### config.mk
export PLATFORM = sky130hd
export DESIGN_NAME = adc_capture_top
export DESIGN_NICKNAME = d
export VERILOG_FILES = /design/src/adc_capture_pkg.sv /design/src/capture_ctrl_if.sv /design/src/source_arbiter.sv /design/src/capture_sequencer.sv /design/src/frame_assembler.sv /design/src/adc_capture_top.sv
export VERILOG_INCLUDE_DIRS = /design/src
export SDC_FILE = /design/constraint.sdc
export NUM_CORES = 1
export LEC_CHECK = 0
export BUFFER_PORTS_ARGS = -buffer_cell sky130_fd_sc_hd__clkbuf_2
export CORE_ASPECT_RATIO = 0.7
export CORE_MARGIN = 1
export CORE_UTILIZATION = 40
export DETAILED_ROUTE_END_ITERATION = 8
export PLACE_DENSITY = 0.63
export SYNTH_ARGS = -nofsm -noshare
export SYNTH_HDL_FRONTEND = slang
export SYNTH_SLANG_ARGS = --single-unit
### constraint.sdc
create_clock -name clk_245_76MHz -period 5.85 [get_ports clk_245_76MHz]
set_input_delay 0.585 -clock clk_245_76MHz [delete_from_list [all_inputs] [get_ports clk_245_76MHz]]
set_output_delay 0.585 -clock clk_245_76MHz [all_outputs]
set_load 0.1 [all_outputs]
### src/adc_capture_consts.svh
/*
  adc capture core constants: widths, source latencies,
  control word bit positions and frame block size
*/
`ifndef ADC_CAPTURE_CONSTS_SVH
`define ADC_CAPTURE_CONSTS_SVH

// packed i/q sample, i in the upper half
`define ADC_IQ_W 32
`define ADC_HALF_W 16

// one output word, two routed halves
`define FRAME_W 64

// latency countdown width
`define LAT_CNT_W 8

// frame block is 2**ALIGN_W words, 64 here
`define ALIGN_W 6

// source latencies in clk_245_76MHz cycles
`define DDS_CHIRP_DELAY 4
`define DDS_WFRM_DELAY 19
`define DDS_WFRM_DELAY_END 2

// control word fields, 2 bits each
`define CW_ROUTE_L_LSB 0
`define CW_ROUTE_U_LSB 4
`define CW_SOURCE_LSB 8

`endif

### src/adc_capture_pkg.sv
/*
  adc capture types: half-word route codes and the
  output frame word with its header and data views
*/
`default_nettype none

`include "adc_capture_consts.svh"

package adc_capture_pkg;

  // source of one 32-bit half of a data word
  typedef enum logic [1:0] {
    ROUTE_ADC_IQ     = 2'd0,
    ROUTE_DAC_IQ     = 2'd1,
    ROUTE_ADC_COUNT  = 2'd2,
    ROUTE_GLBL_COUNT = 2'd3
  } route_e;

  // header view, written at frame start and end
  typedef struct packed {
    logic [`ADC_IQ_W-1:0] glbl_count;
    logic [`ADC_IQ_W-1:0] sample_count;
  } frame_hdr_t;

  // data view, two routed halves
  typedef struct packed {
    logic [`ADC_IQ_W-1:0] upper;
    logic [`ADC_IQ_W-1:0] lower;
  } frame_data_t;

  // one 64-bit word, decoded by position in the frame
  typedef union packed {
    frame_hdr_t  hdr;
    frame_data_t data;
  } frame_word_u;

endpackage

`default_nettype wire

### src/capture_ctrl_if.sv
/*
  capture control strobes from the sequencer to the frame assembler
*/
`timescale 1ns/1ps
`default_nettype none

interface capture_ctrl_if;

  // write a word this cycle, window and sample valid
  logic wr_en;
  // start header, one cycle
  logic wr_first;
  // end header
  logic wr_last;
  // alignment countdown running
  logic pad;

  modport sequencer (
    output wr_en,
    output wr_first,
    output wr_last,
    output pad
  );

  modport assembler (
    input wr_en,
    input wr_first,
    input wr_last,
    input pad
  );

endinterface

`default_nettype wire

### src/source_arbiter.sv
/*
  source arbiter: picks chirp dds or waveform player,
  steers init/enable to it and muxes its status back
*/
`timescale 1ns/1ps
`default_nettype none

module source_arbiter (
  input  wire        clk_245_76MHz,
  input  wire        cpu_reset,
  input  wire        chirp_init_i,
  input  wire        chirp_enable_i,
  input  wire [1:0]  source_ctrl_i,
  input  wire        dds_ready_i,
  input  wire        dds_done_i,
  input  wire        dds_active_i,
  input  wire        wfrm_ready_i,
  input  wire        wfrm_done_i,
  input  wire        wfrm_active_i,
  output logic       source_wfrm_o,
  output logic       dds_init_o,
  output logic       dds_enable_o,
  output logic       wfrm_init_o,
  output logic       wfrm_enable_o,
  output logic       chirp_ready_o,
  output logic       chirp_done_o,
  output logic       chirp_active_o
);

  logic [1:0] source_r;
  logic       sel_wfrm;

  // source frozen while a chirp is enabled
  always_ff @(posedge clk_245_76MHz) begin
    if (cpu_reset) begin
      source_r <= 2'b00;
    end else if (!chirp_enable_i) begin
      source_r <= source_ctrl_i;
    end
  end

  // both bits set picks the waveform player
  assign sel_wfrm      = &source_r;
  assign source_wfrm_o = sel_wfrm;

  // strobes only reach the selected generator
  assign wfrm_init_o   = sel_wfrm & chirp_init_i;
  assign wfrm_enable_o = sel_wfrm & chirp_enable_i;
  assign dds_init_o    = ~sel_wfrm & chirp_init_i;
  assign dds_enable_o  = ~sel_wfrm & chirp_enable_i;

  // status from the selected generator
  assign chirp_ready_o  = sel_wfrm ? wfrm_ready_i : dds_ready_i;
  assign chirp_done_o   = sel_wfrm ? wfrm_done_i : dds_done_i;
  assign chirp_active_o = sel_wfrm ? wfrm_active_i : dds_active_i;

endmodule

`default_nettype wire

### src/capture_sequencer.sv
/*
  capture sequencer: waits out source latency, opens the adc window,
  marks start/end headers and pads each frame to a 64-word block
*/
`timescale 1ns/1ps
`default_nettype none

`include "adc_capture_consts.svh"

module capture_sequencer (
  input  wire                    clk_245_76MHz,
  input  wire                    cpu_reset,
  input  wire                    chirp_init_i,
  input  wire                    adc_enable_i,
  input  wire                    adc_valid_i,
  input  wire                    source_wfrm_i,
  capture_ctrl_if.sequencer      ctrl
);

  // enable stages, en_rr is the capture window
  logic                  en_r;
  logic                  en_rr;
  logic [`LAT_CNT_W-1:0] lat_cnt;
  logic                  lat_zero;
  logic [`ALIGN_W-1:0]   word_cnt;
  logic [`ALIGN_W-1:0]   align_cnt;
  logic                  pad;
  logic                  first_cond;
  logic                  pre_last;
  logic                  first_r;
  logic                  wr_en;

  assign lat_zero = (lat_cnt == '0);
  assign pad      = |align_cnt;
  assign wr_en    = en_rr & adc_valid_i;

  // window about to open
  assign first_cond = lat_zero & en_r & ~en_rr;
  // one cycle before the window would close
  assign pre_last = (lat_cnt == `LAT_CNT_W'(1)) & en_rr & ~en_r;

  //////////////////////////////////////////////////////////////////////
  // enable synchronizer and window
  //////////////////////////////////////////////////////////////////////

  always_ff @(posedge clk_245_76MHz) begin
    if (cpu_reset) begin
      en_r  <= 1'b0;
      en_rr <= 1'b0;
    end else begin
      en_r <= adc_enable_i;
      // window moves only once latency and padding are done
      if (lat_zero && !pad) begin
        en_rr <= en_r;
      end
    end
  end

  //////////////////////////////////////////////////////////////////////
  // latency countdown
  //////////////////////////////////////////////////////////////////////

  always_ff @(posedge clk_245_76MHz) begin
    if (cpu_reset) begin
      lat_cnt <= '0;
    end else if (chirp_init_i) begin
      // start latency of the active source
      if (source_wfrm_i) begin
        lat_cnt <= `LAT_CNT_W'(`DDS_WFRM_DELAY);
      end else begin
        lat_cnt <= `LAT_CNT_W'(`DDS_CHIRP_DELAY);
      end
    end else if (en_r && !adc_enable_i) begin
      // enable falling, drain the source pipeline
      if (source_wfrm_i) begin
        lat_cnt <= `LAT_CNT_W'(`DDS_WFRM_DELAY_END);
      end else begin
        lat_cnt <= `LAT_CNT_W'(`DDS_CHIRP_DELAY);
      end
    end else if (!lat_zero) begin
      lat_cnt <= lat_cnt - 1'b1;
    end
  end

  //////////////////////////////////////////////////////////////////////
  // word-in-frame count and alignment padding
  //////////////////////////////////////////////////////////////////////

  // counts modulo the block size
  always_ff @(posedge clk_245_76MHz) begin
    if (cpu_reset) begin
      word_cnt <= '0;
    end else if (first_cond) begin
      word_cnt <= '0;
    end else if (wr_en) begin
      word_cnt <= word_cnt + 1'b1;
    end
  end

  // words still needed so the end header lands on a block boundary
  always_ff @(posedge clk_245_76MHz) begin
    if (cpu_reset) begin
      align_cnt <= '0;
    end else if (pre_last) begin
      align_cnt <= (word_cnt + 1'b1) ^ {`ALIGN_W{1'b1}};
    end else if (pad) begin
      align_cnt <= align_cnt - 1'b1;
    end
  end

  // start header one cycle after the window opens
  always_ff @(posedge clk_245_76MHz) begin
    if (cpu_reset) begin
      first_r <= 1'b0;
    end else begin
      first_r <= first_cond;
    end
  end

  assign ctrl.wr_en    = wr_en;
  assign ctrl.wr_first = first_r;
  // end header once latency and padding have both run out
  assign ctrl.wr_last  = lat_zero & en_rr & ~en_r & ~pad;
  assign ctrl.pad      = pad;

endmodule

`default_nettype wire

### src/frame_assembler.sv
/*
  frame assembler: sample and global counters, half-word routing
  and the registered output word
*/
`timescale 1ns/1ps
`default_nettype none

`include "adc_capture_consts.svh"

module frame_assembler (
  input  wire                              clk_245_76MHz,
  input  wire                              cpu_reset,
  capture_ctrl_if.assembler                ctrl,
  input  wire [`ADC_HALF_W-1:0]            adc_i_i,
  input  wire [`ADC_HALF_W-1:0]            adc_q_i,
  input  wire [`ADC_HALF_W-1:0]            dac_i_i,
  input  wire [`ADC_HALF_W-1:0]            dac_q_i,
  input  wire [7:0]                        route_ctrl_i,
  output adc_capture_pkg::frame_word_u     frame_data_o,
  output logic                             frame_valid_o
);

  logic [`ADC_IQ_W-1:0]        sample_cnt;
  logic [`ADC_IQ_W-1:0]        glbl_cnt;
  adc_capture_pkg::route_e     route_l_r;
  adc_capture_pkg::route_e     route_u_r;
  logic                        hdr_sel;
  adc_capture_pkg::frame_word_u word_d;

  // one routed 32-bit half
  function automatic logic [`ADC_IQ_W-1:0] route_half(
    input adc_capture_pkg::route_e route
  );
    logic [`ADC_IQ_W-1:0] half;
    case (route)
      adc_capture_pkg::ROUTE_ADC_IQ:    half = {adc_i_i, adc_q_i};
      adc_capture_pkg::ROUTE_DAC_IQ:    half = {dac_i_i, dac_q_i};
      adc_capture_pkg::ROUTE_ADC_COUNT: half = sample_cnt;
      default:                          half = glbl_cnt;
    endcase
    return half;
  endfunction

  // sample count advances per written word, global count per cycle
  always_ff @(posedge clk_245_76MHz) begin
    if (cpu_reset) begin
      sample_cnt <= '0;
      glbl_cnt   <= '0;
    end else begin
      glbl_cnt <= glbl_cnt + 1'b1;
      if (ctrl.wr_en) begin
        sample_cnt <= sample_cnt + 1'b1;
      end
    end
  end

  // route codes follow the control word one cycle late
  always_ff @(posedge clk_245_76MHz) begin
    if (cpu_reset) begin
      route_l_r <= adc_capture_pkg::ROUTE_ADC_IQ;
      route_u_r <= adc_capture_pkg::ROUTE_ADC_IQ;
    end else begin
      route_l_r <= adc_capture_pkg::route_e'(route_ctrl_i[`CW_ROUTE_L_LSB +: 2]);
      route_u_r <= adc_capture_pkg::route_e'(route_ctrl_i[`CW_ROUTE_U_LSB +: 2]);
    end
  end

  // headers at frame start and at the padded frame end
  assign hdr_sel = ctrl.wr_first | (ctrl.wr_last & ~ctrl.pad);

  always_comb begin
    word_d = '0;
    if (hdr_sel) begin
      word_d.hdr.glbl_count   = glbl_cnt;
      word_d.hdr.sample_count = sample_cnt;
    end else begin
      word_d.data.upper = route_half(route_u_r);
      word_d.data.lower = route_half(route_l_r);
    end
  end

  always_ff @(posedge clk_245_76MHz) begin
    if (cpu_reset) begin
      frame_valid_o <= 1'b0;
    end else begin
      frame_valid_o <= ctrl.wr_en;
    end
  end

  // payload register, held between writes
  always_ff @(posedge clk_245_76MHz) begin
    if (ctrl.wr_en) begin
      frame_data_o <= word_d;
    end
  end

endmodule

`default_nettype wire

### src/adc_capture_top.sv
/*
  adc capture framing core top: source arbiter, capture sequencer
  and frame assembler in the 245.76 MHz domain
*/
`timescale 1ns/1ps
`default_nettype none

`include "adc_capture_consts.svh"

module adc_capture_top (
  input  wire                    clk_245_76MHz,
  input  wire                    cpu_reset,
  // chirp control
  input  wire                    chirp_init_i,
  input  wire                    chirp_enable_i,
  input  wire                    adc_enable_i,
  input  wire [31:0]             control_word_i,
  // generator status
  input  wire                    dds_ready_i,
  input  wire                    dds_done_i,
  input  wire                    dds_active_i,
  input  wire                    wfrm_ready_i,
  input  wire                    wfrm_done_i,
  input  wire                    wfrm_active_i,
  // samples
  input  wire                    adc_valid_i,
  input  wire [`ADC_HALF_W-1:0]  adc_i_i,
  input  wire [`ADC_HALF_W-1:0]  adc_q_i,
  input  wire [`ADC_HALF_W-1:0]  dac_i_i,
  input  wire [`ADC_HALF_W-1:0]  dac_q_i,
  // generator steering
  output logic                   dds_init_o,
  output logic                   dds_enable_o,
  output logic                   wfrm_init_o,
  output logic                   wfrm_enable_o,
  // selected source status
  output logic                   chirp_ready_o,
  output logic                   chirp_done_o,
  output logic                   chirp_active_o,
  // framed output, no back-pressure
  output logic [`FRAME_W-1:0]    frame_data_o,
  output logic                   frame_valid_o
);

  logic source_wfrm;

  capture_ctrl_if i_ctrl_if ();

  source_arbiter i_source_arbiter (
    .clk_245_76MHz  (clk_245_76MHz),
    .cpu_reset      (cpu_reset),
    .chirp_init_i   (chirp_init_i),
    .chirp_enable_i (chirp_enable_i),
    .source_ctrl_i  (control_word_i[`CW_SOURCE_LSB +: 2]),
    .dds_ready_i    (dds_ready_i),
    .dds_done_i     (dds_done_i),
    .dds_active_i   (dds_active_i),
    .wfrm_ready_i   (wfrm_ready_i),
    .wfrm_done_i    (wfrm_done_i),
    .wfrm_active_i  (wfrm_active_i),
    .source_wfrm_o  (source_wfrm),
    .dds_init_o     (dds_init_o),
    .dds_enable_o   (dds_enable_o),
    .wfrm_init_o    (wfrm_init_o),
    .wfrm_enable_o  (wfrm_enable_o),
    .chirp_ready_o  (chirp_ready_o),
    .chirp_done_o   (chirp_done_o),
    .chirp_active_o (chirp_active_o)
  );

  capture_sequencer i_capture_sequencer (
    .clk_245_76MHz (clk_245_76MHz),
    .cpu_reset     (cpu_reset),
    .chirp_init_i  (chirp_init_i),
    .adc_enable_i  (adc_enable_i),
    .adc_valid_i   (adc_valid_i),
    .source_wfrm_i (source_wfrm),
    .ctrl          (i_ctrl_if.sequencer)
  );

  // route fields sit in the low control byte
  frame_assembler i_frame_assembler (
    .clk_245_76MHz (clk_245_76MHz),
    .cpu_reset     (cpu_reset),
    .ctrl          (i_ctrl_if.assembler),
    .adc_i_i       (adc_i_i),
    .adc_q_i       (adc_q_i),
    .dac_i_i       (dac_i_i),
    .dac_q_i       (dac_q_i),
    .route_ctrl_i  (control_word_i[7:0]),
    .frame_data_o  (frame_data_o),
    .frame_valid_o (frame_valid_o)
  );

endmodule

`default_nettype wire

# Yosys cells after proc, flatten, opt, wreduce, memory -nomap -nowiden

Cells that the tools add are included.

Mux-type cells: 13
Bitwise gates (word level): 19
Add/sub/neg operators: 5
Equal/unequal tests: 6
Reduce and logical (&&, ||, !) cells: 11

Operators with widths:

| operator              | number |
|---|---|
| $pmux 32 s3           | 2 |
| $add 32x1->32 const B | 2 |
| $mux 64               | 1 |
| $mux 8                | 3 |
| $and 1x1->1           | 13 |
| $mux 6                | 2 |
| $eq 8x1->1 const B    | 1 |
| $logic_not 8->1       | 1 |
| $sub 8x1->8 const B   | 1 |
| $add 6x1->6 const B   | 1 |
| $not 6->6             | 1 |
| $reduce_or 6->1       | 1 |
| $sub 6x1->6 const B   | 1 |
| $mux 5                | 1 |
| $eq 2x1->1 const B    | 2 |
| $eq 2x2->1 const B    | 2 |
| $logic_not 2->1       | 2 |
| $not 1->1             | 4 |
| $mux 1                | 3 |
| $mux 3                | 1 |
| $ne 3x3->1 const B    | 1 |
| $logic_and 1x1->1     | 2 |
| $logic_not 1->1       | 2 |
| $reduce_and 2->1      | 1 |
| 3 further kinds       | 3 |

Input bits: 108
Word-level logic and storage cells: 67
Bits in registers: 158

# Longest topological paths before layout

Word-level depth: 7
Depth in mapped cells: 9
Mapped depth without buffers: 7

# Cells and area by module

From an unflattened synthesis, not the netlist that was laid out.

Cell total of the unflattened synthesis: 850
Area total of the unflattened synthesis: 8,410.6 um^2

By module, submodules not included:

| module            | sequential area each (um^2) | cells each | times used | area each (um^2) |
|---|---|---|---|---|
| frame_assembler   | 3,303.2                     | 689        | 1          | 7,015.5 |
| capture_sequencer | 460.4                       | 146        | 1          | 1,242.4 |
| source_arbiter    | 40.0                        | 15         | 1          | 152.6 |

# Worst setup path before layout

OpenSTA, ideal clock, no wires.

Path type: input to register
Start: input port adc_valid_i
End: register i_frame_assembler.sample_cnt[3]
Arrival: 2.841 ns
Data required time: 5.722 ns
Library setup time: 0.128 ns
Slack: 2.881 ns
Buffers on the path: 0
Stages on the path: 5
Path through: nand2_1 -> clkinv_1 -> nand4_1 -> xor2_1 -> nor2_1

Longest elaborated chain between the ends: 1

RTL lines:

| item                               | RTL line                | text |
|---|---|---|
| start: declaration                 | adc_capture_top.sv:26   | `input wire adc_valid_i,` |
| $and 1x1->1                        | capture_sequencer.sv:35 | `assign wr_en = en_rr & adc_valid_i;` |
| via i_capture_sequencer.ctrl.wr_en | capture_ctrl_if.sv:19   | `output wr_en,` |
| end signal: assignment             | frame_assembler.sv:52   | `sample_cnt <= sample_cnt + 1'b1;` |
| end: declaration                   | frame_assembler.sv:23   | `` logic [`ADC_IQ_W-1:0] sample_cnt; `` |

The timed path passes the listed nets, and every way through them passes these cells.
A chain may end at the register's enable or synchronous reset.

==> flow_metrics.tcl <==
set metrics [dict create \
    hold_violations 0 \
    vias_per_cell 5.34 \
    drt_iter0_markers 446 \
    cp_max_fo 10 \
    cts.clk_slew.worst_paths_ns 0.06 \
    clock_latency_ns 0.43 \
    start_kind "register" \
    fmax_mhz 360 \
    netlist_area_um2 8130 \
    drive_above_1_share_pct 26.1 \
    synth.area.top_cells "edfxtp_1 (24%), dfxtp_1 (23%), nor2_1 (5.4%)" \
    end_kind "register" \
    ir_drop_uv 160 \
    rr_worst_depth 8 \
    worst_slack_ns 3.07 \
    die_h_um 121 \
    report.final.slew_viol_count 0 \
    cap_violations 0 \
    wl_met1_um 10600 \
    slew_headroom_pct 34.2 \
    firstDrtPassIters 5 \
    top_layer "met4" \
    cts_tree "yes" \
    coreArea_um2 19900 \
    synth_nets 944 \
    rows 43 \
    r2r-end "i_frame_assembler.frame_data_o[27]$_DFFE_PP_" \
    port_buffers 153 \
    dp_hpwl_um 13900 \
    grt_pass1_vias 6065 \
    synth_top_area_share_pct 23.6 \
    timing.final.crit_share_pct 47.5 \
    area_growth_pct 19.6 \
    htree_levels 4 \
    powerDensity_nw_per_um2 296 \
    io_pins 180 \
    die_w_um 172 \
    ctsResizeCount 0 \
    dieArea_um2 20900 \
    synth_ff_type "dfxtp_1" \
    place.gp.congestion 0.769 \
    grt_max_degree 50 \
    synth_largest_area_cell "edfxtp_1" \
    vias 6647 \
    synthCells 829 \
    crit_arrival_ns 2.92 \
    r2r-start "i_capture_sequencer.align_cnt[0]$_SDFFE_PP0P_" \
    setup_viol 0 \
    critPathKind "reg2reg" \
    antennaDiodeCount 0 \
    holdPathEnd "i_frame_assembler.route_u_r[1]$_SDFF_PP0_" \
    worst_pin_slew_ns 0.978 \
    grt_remaining_overflow 0 \
    clock_sinks 158 \
    finalWirelength_um 20900 \
    cts_hold_buf 0 \
    min_path_cells 2 \
    ys_seq_area_share_pct 46.8 \
    finalClockSkew_ns 0.0102 \
    rsz0062_at_grt "false" \
    grt_usage_pct 20.5 \
    wl_met3_um 1230 \
    min_from "control_word_i[5]" \
    post_cts_buffers 0 \
    p_leak_nw 3.64 \
    hold_class "in2reg" \
    async_reset_ff_share_pct 0 \
    critPathRequiredTime_ns 5.99 \
    grt_pass1_wl_um 32400 \
    status "completed" \
    ys_ff_latch 158 \
    drc_errors 0 \
    wl_per_cell_um 16.8 \
    cts_buffer_depth 2 \
    yosys_warnings 0 \
    clock-root-buffer "clkbuf_16" \
    tns_ns 0 \
    synth_edf_count 64 \
    antenna_found_initial 0 \
    yosys.cell_types.count 50 \
    initial_core_util_pct 41.0 \
    post-route-min-period_ns 2.78 \
    hold_ws_ns 0.369 \
    synth_area_per_cell_um2 9.81 \
    synthTopCellsByCount "nor2_1 (116), dfxtp_1 (94), nand2_1 (66)" \
    cts-buffers-inserted 17 \
    p_total_mw 2.88 \
    nets 1076 \
    ant_nets 0 \
    dr_wl_met2_um 8730 \
    rrSetupSlack_ns 3.07 \
    yosysMostFrequentCell "nor2_1" \
    dp_slack_ns 3.11 \
]
## sequential cells by signal, indices dropped and copies added, names as in the netlist, 2 cells and up
signal and count:
i_capture_sequencer.lat_cnt 8, i_frame_assembler.frame_data_o 64, i_source_arbiter.source_r 2, i_capture_sequencer.word_cnt 6, i_frame_assembler.route_u_r 2, i_frame_assembler.route_l_r 2, i_frame_assembler.glbl_cnt 32, i_frame_assembler.sample_cnt 32
i_capture_sequencer.align_cnt 6
## stage by stage
stage          instance area, um^2  utilization (%)  instances
6_report                      9720             49.0       1244
5_1_grt                       9720             49.0       1244
4_1_cts                       9720             49.0       1244
3_5_place_dp                  9130             46.0       1212
3_3_place_gp                  9130             46.0       1212
2_1_floorplan                 8130                -        829
## worst max-delay path, cell delays in order (launching register included)
cell and delay (ns):
dfxtp_1 0.33, inv_1 0.06, ha_1 0.18, or3b_1 0.41, nor3_1 0.65, a31oi_4 0.16
a21boi_2 0.28, buf_4 0.25, a2bb2oi_1 0.17
## logic make-up after synthesis
family	Yosys count	share of synthesized area, %
AOI/OAI and AO/OA	144	10.7
xor gates and xnor gates	69	7.43
adders and majority gates	7	1.08
buffers and inverters	63	3.14
DFF	158	46.8
muxes	84	13.0
and+or+nand+nor	304	17.8
## report_power, final
group	leakage, nW	switching [mW]	internal [mW]
registers	1.34	0.0323	1.20
clock network	0.278	0.449	0.682
logic	2.02	0.331	0.182
## placed cells by master, fill, tap and decap left out, drive strengths merged, types with 3 or more instances in the layout
master    Yosys  routed
clkbuf       38     175
nor2        116     116
dfxtp        94      94
nand2        66      66
edfxtp       64      64
a21oi        52      52
xor2         45      45
o21ai        42      42
mux2i        35      35
mux2         35      35
nand4        25      25
nand3        24      24
xnor2        24      24
o22ai        18      18
a2bb2oi      18      18
mux4         14      14
or3          13      13
buf          14      12
inv          10      11
nor3         11      11
and3         10      10
nor2b         8       8
ha            7       7
and4          6       6
nor4          6       6
and2          5       5
nor3b         4       4
clkinv        1       4
or2           3       3
a211oi        3       3
bufinv        0       3
clkinvlp      0       3
## layout make-up
type | count | area (um^2)
clock buffer | 22 | 454
fill | 1882 | 10100
clock inverter | 10 | 139
sequential | 158 | 3810
multi-input combinational | 608 | 4090
timing repair buffer | 165 | 856
inverter | 11 | 41.3
tap | 270 | 338
## worst max-delay path by stage
stage | from | to | slack [ns] | cells after the start
3_5_place_dp | i_capture_sequencer.align_cnt[0]$_SDFFE_PP0P_ | i_frame_assembler.frame_data_o[27]$_DFFE_PP_ | 3.11 | 8
2_1_floorplan | adc_valid_i | i_frame_assembler.sample_cnt[3]$_SDFFE_PP0P_ | 2.88 | 5
5_1_grt | i_capture_sequencer.align_cnt[0]$_SDFFE_PP0P_ | i_frame_assembler.frame_data_o[27]$_DFFE_PP_ | 2.90 | 8
4_1_cts | i_capture_sequencer.align_cnt[0]$_SDFFE_PP0P_ | i_frame_assembler.frame_data_o[27]$_DFFE_PP_ | 3.08 | 8
3_3_place_gp | i_capture_sequencer.align_cnt[0]$_SDFFE_PP0P_ | i_frame_assembler.frame_data_o[26]$_DFFE_PP_ | 3.15 | 8
6_report | i_capture_sequencer.align_cnt[0]$_SDFFE_PP0P_ | i_frame_assembler.frame_data_o[27]$_DFFE_PP_ | 3.07 | 8
## routing by layer
metal | track usage [%] | vias to the layer above
li1 | - | 3262
met1 | 30.5 | 3139
met2 | 29.4 | 220
met3 | 3.20 | 26
met4 | 7.63 | 0
met5 | 0 | -
No activity file was read; power rests on OpenSTA's default activity.
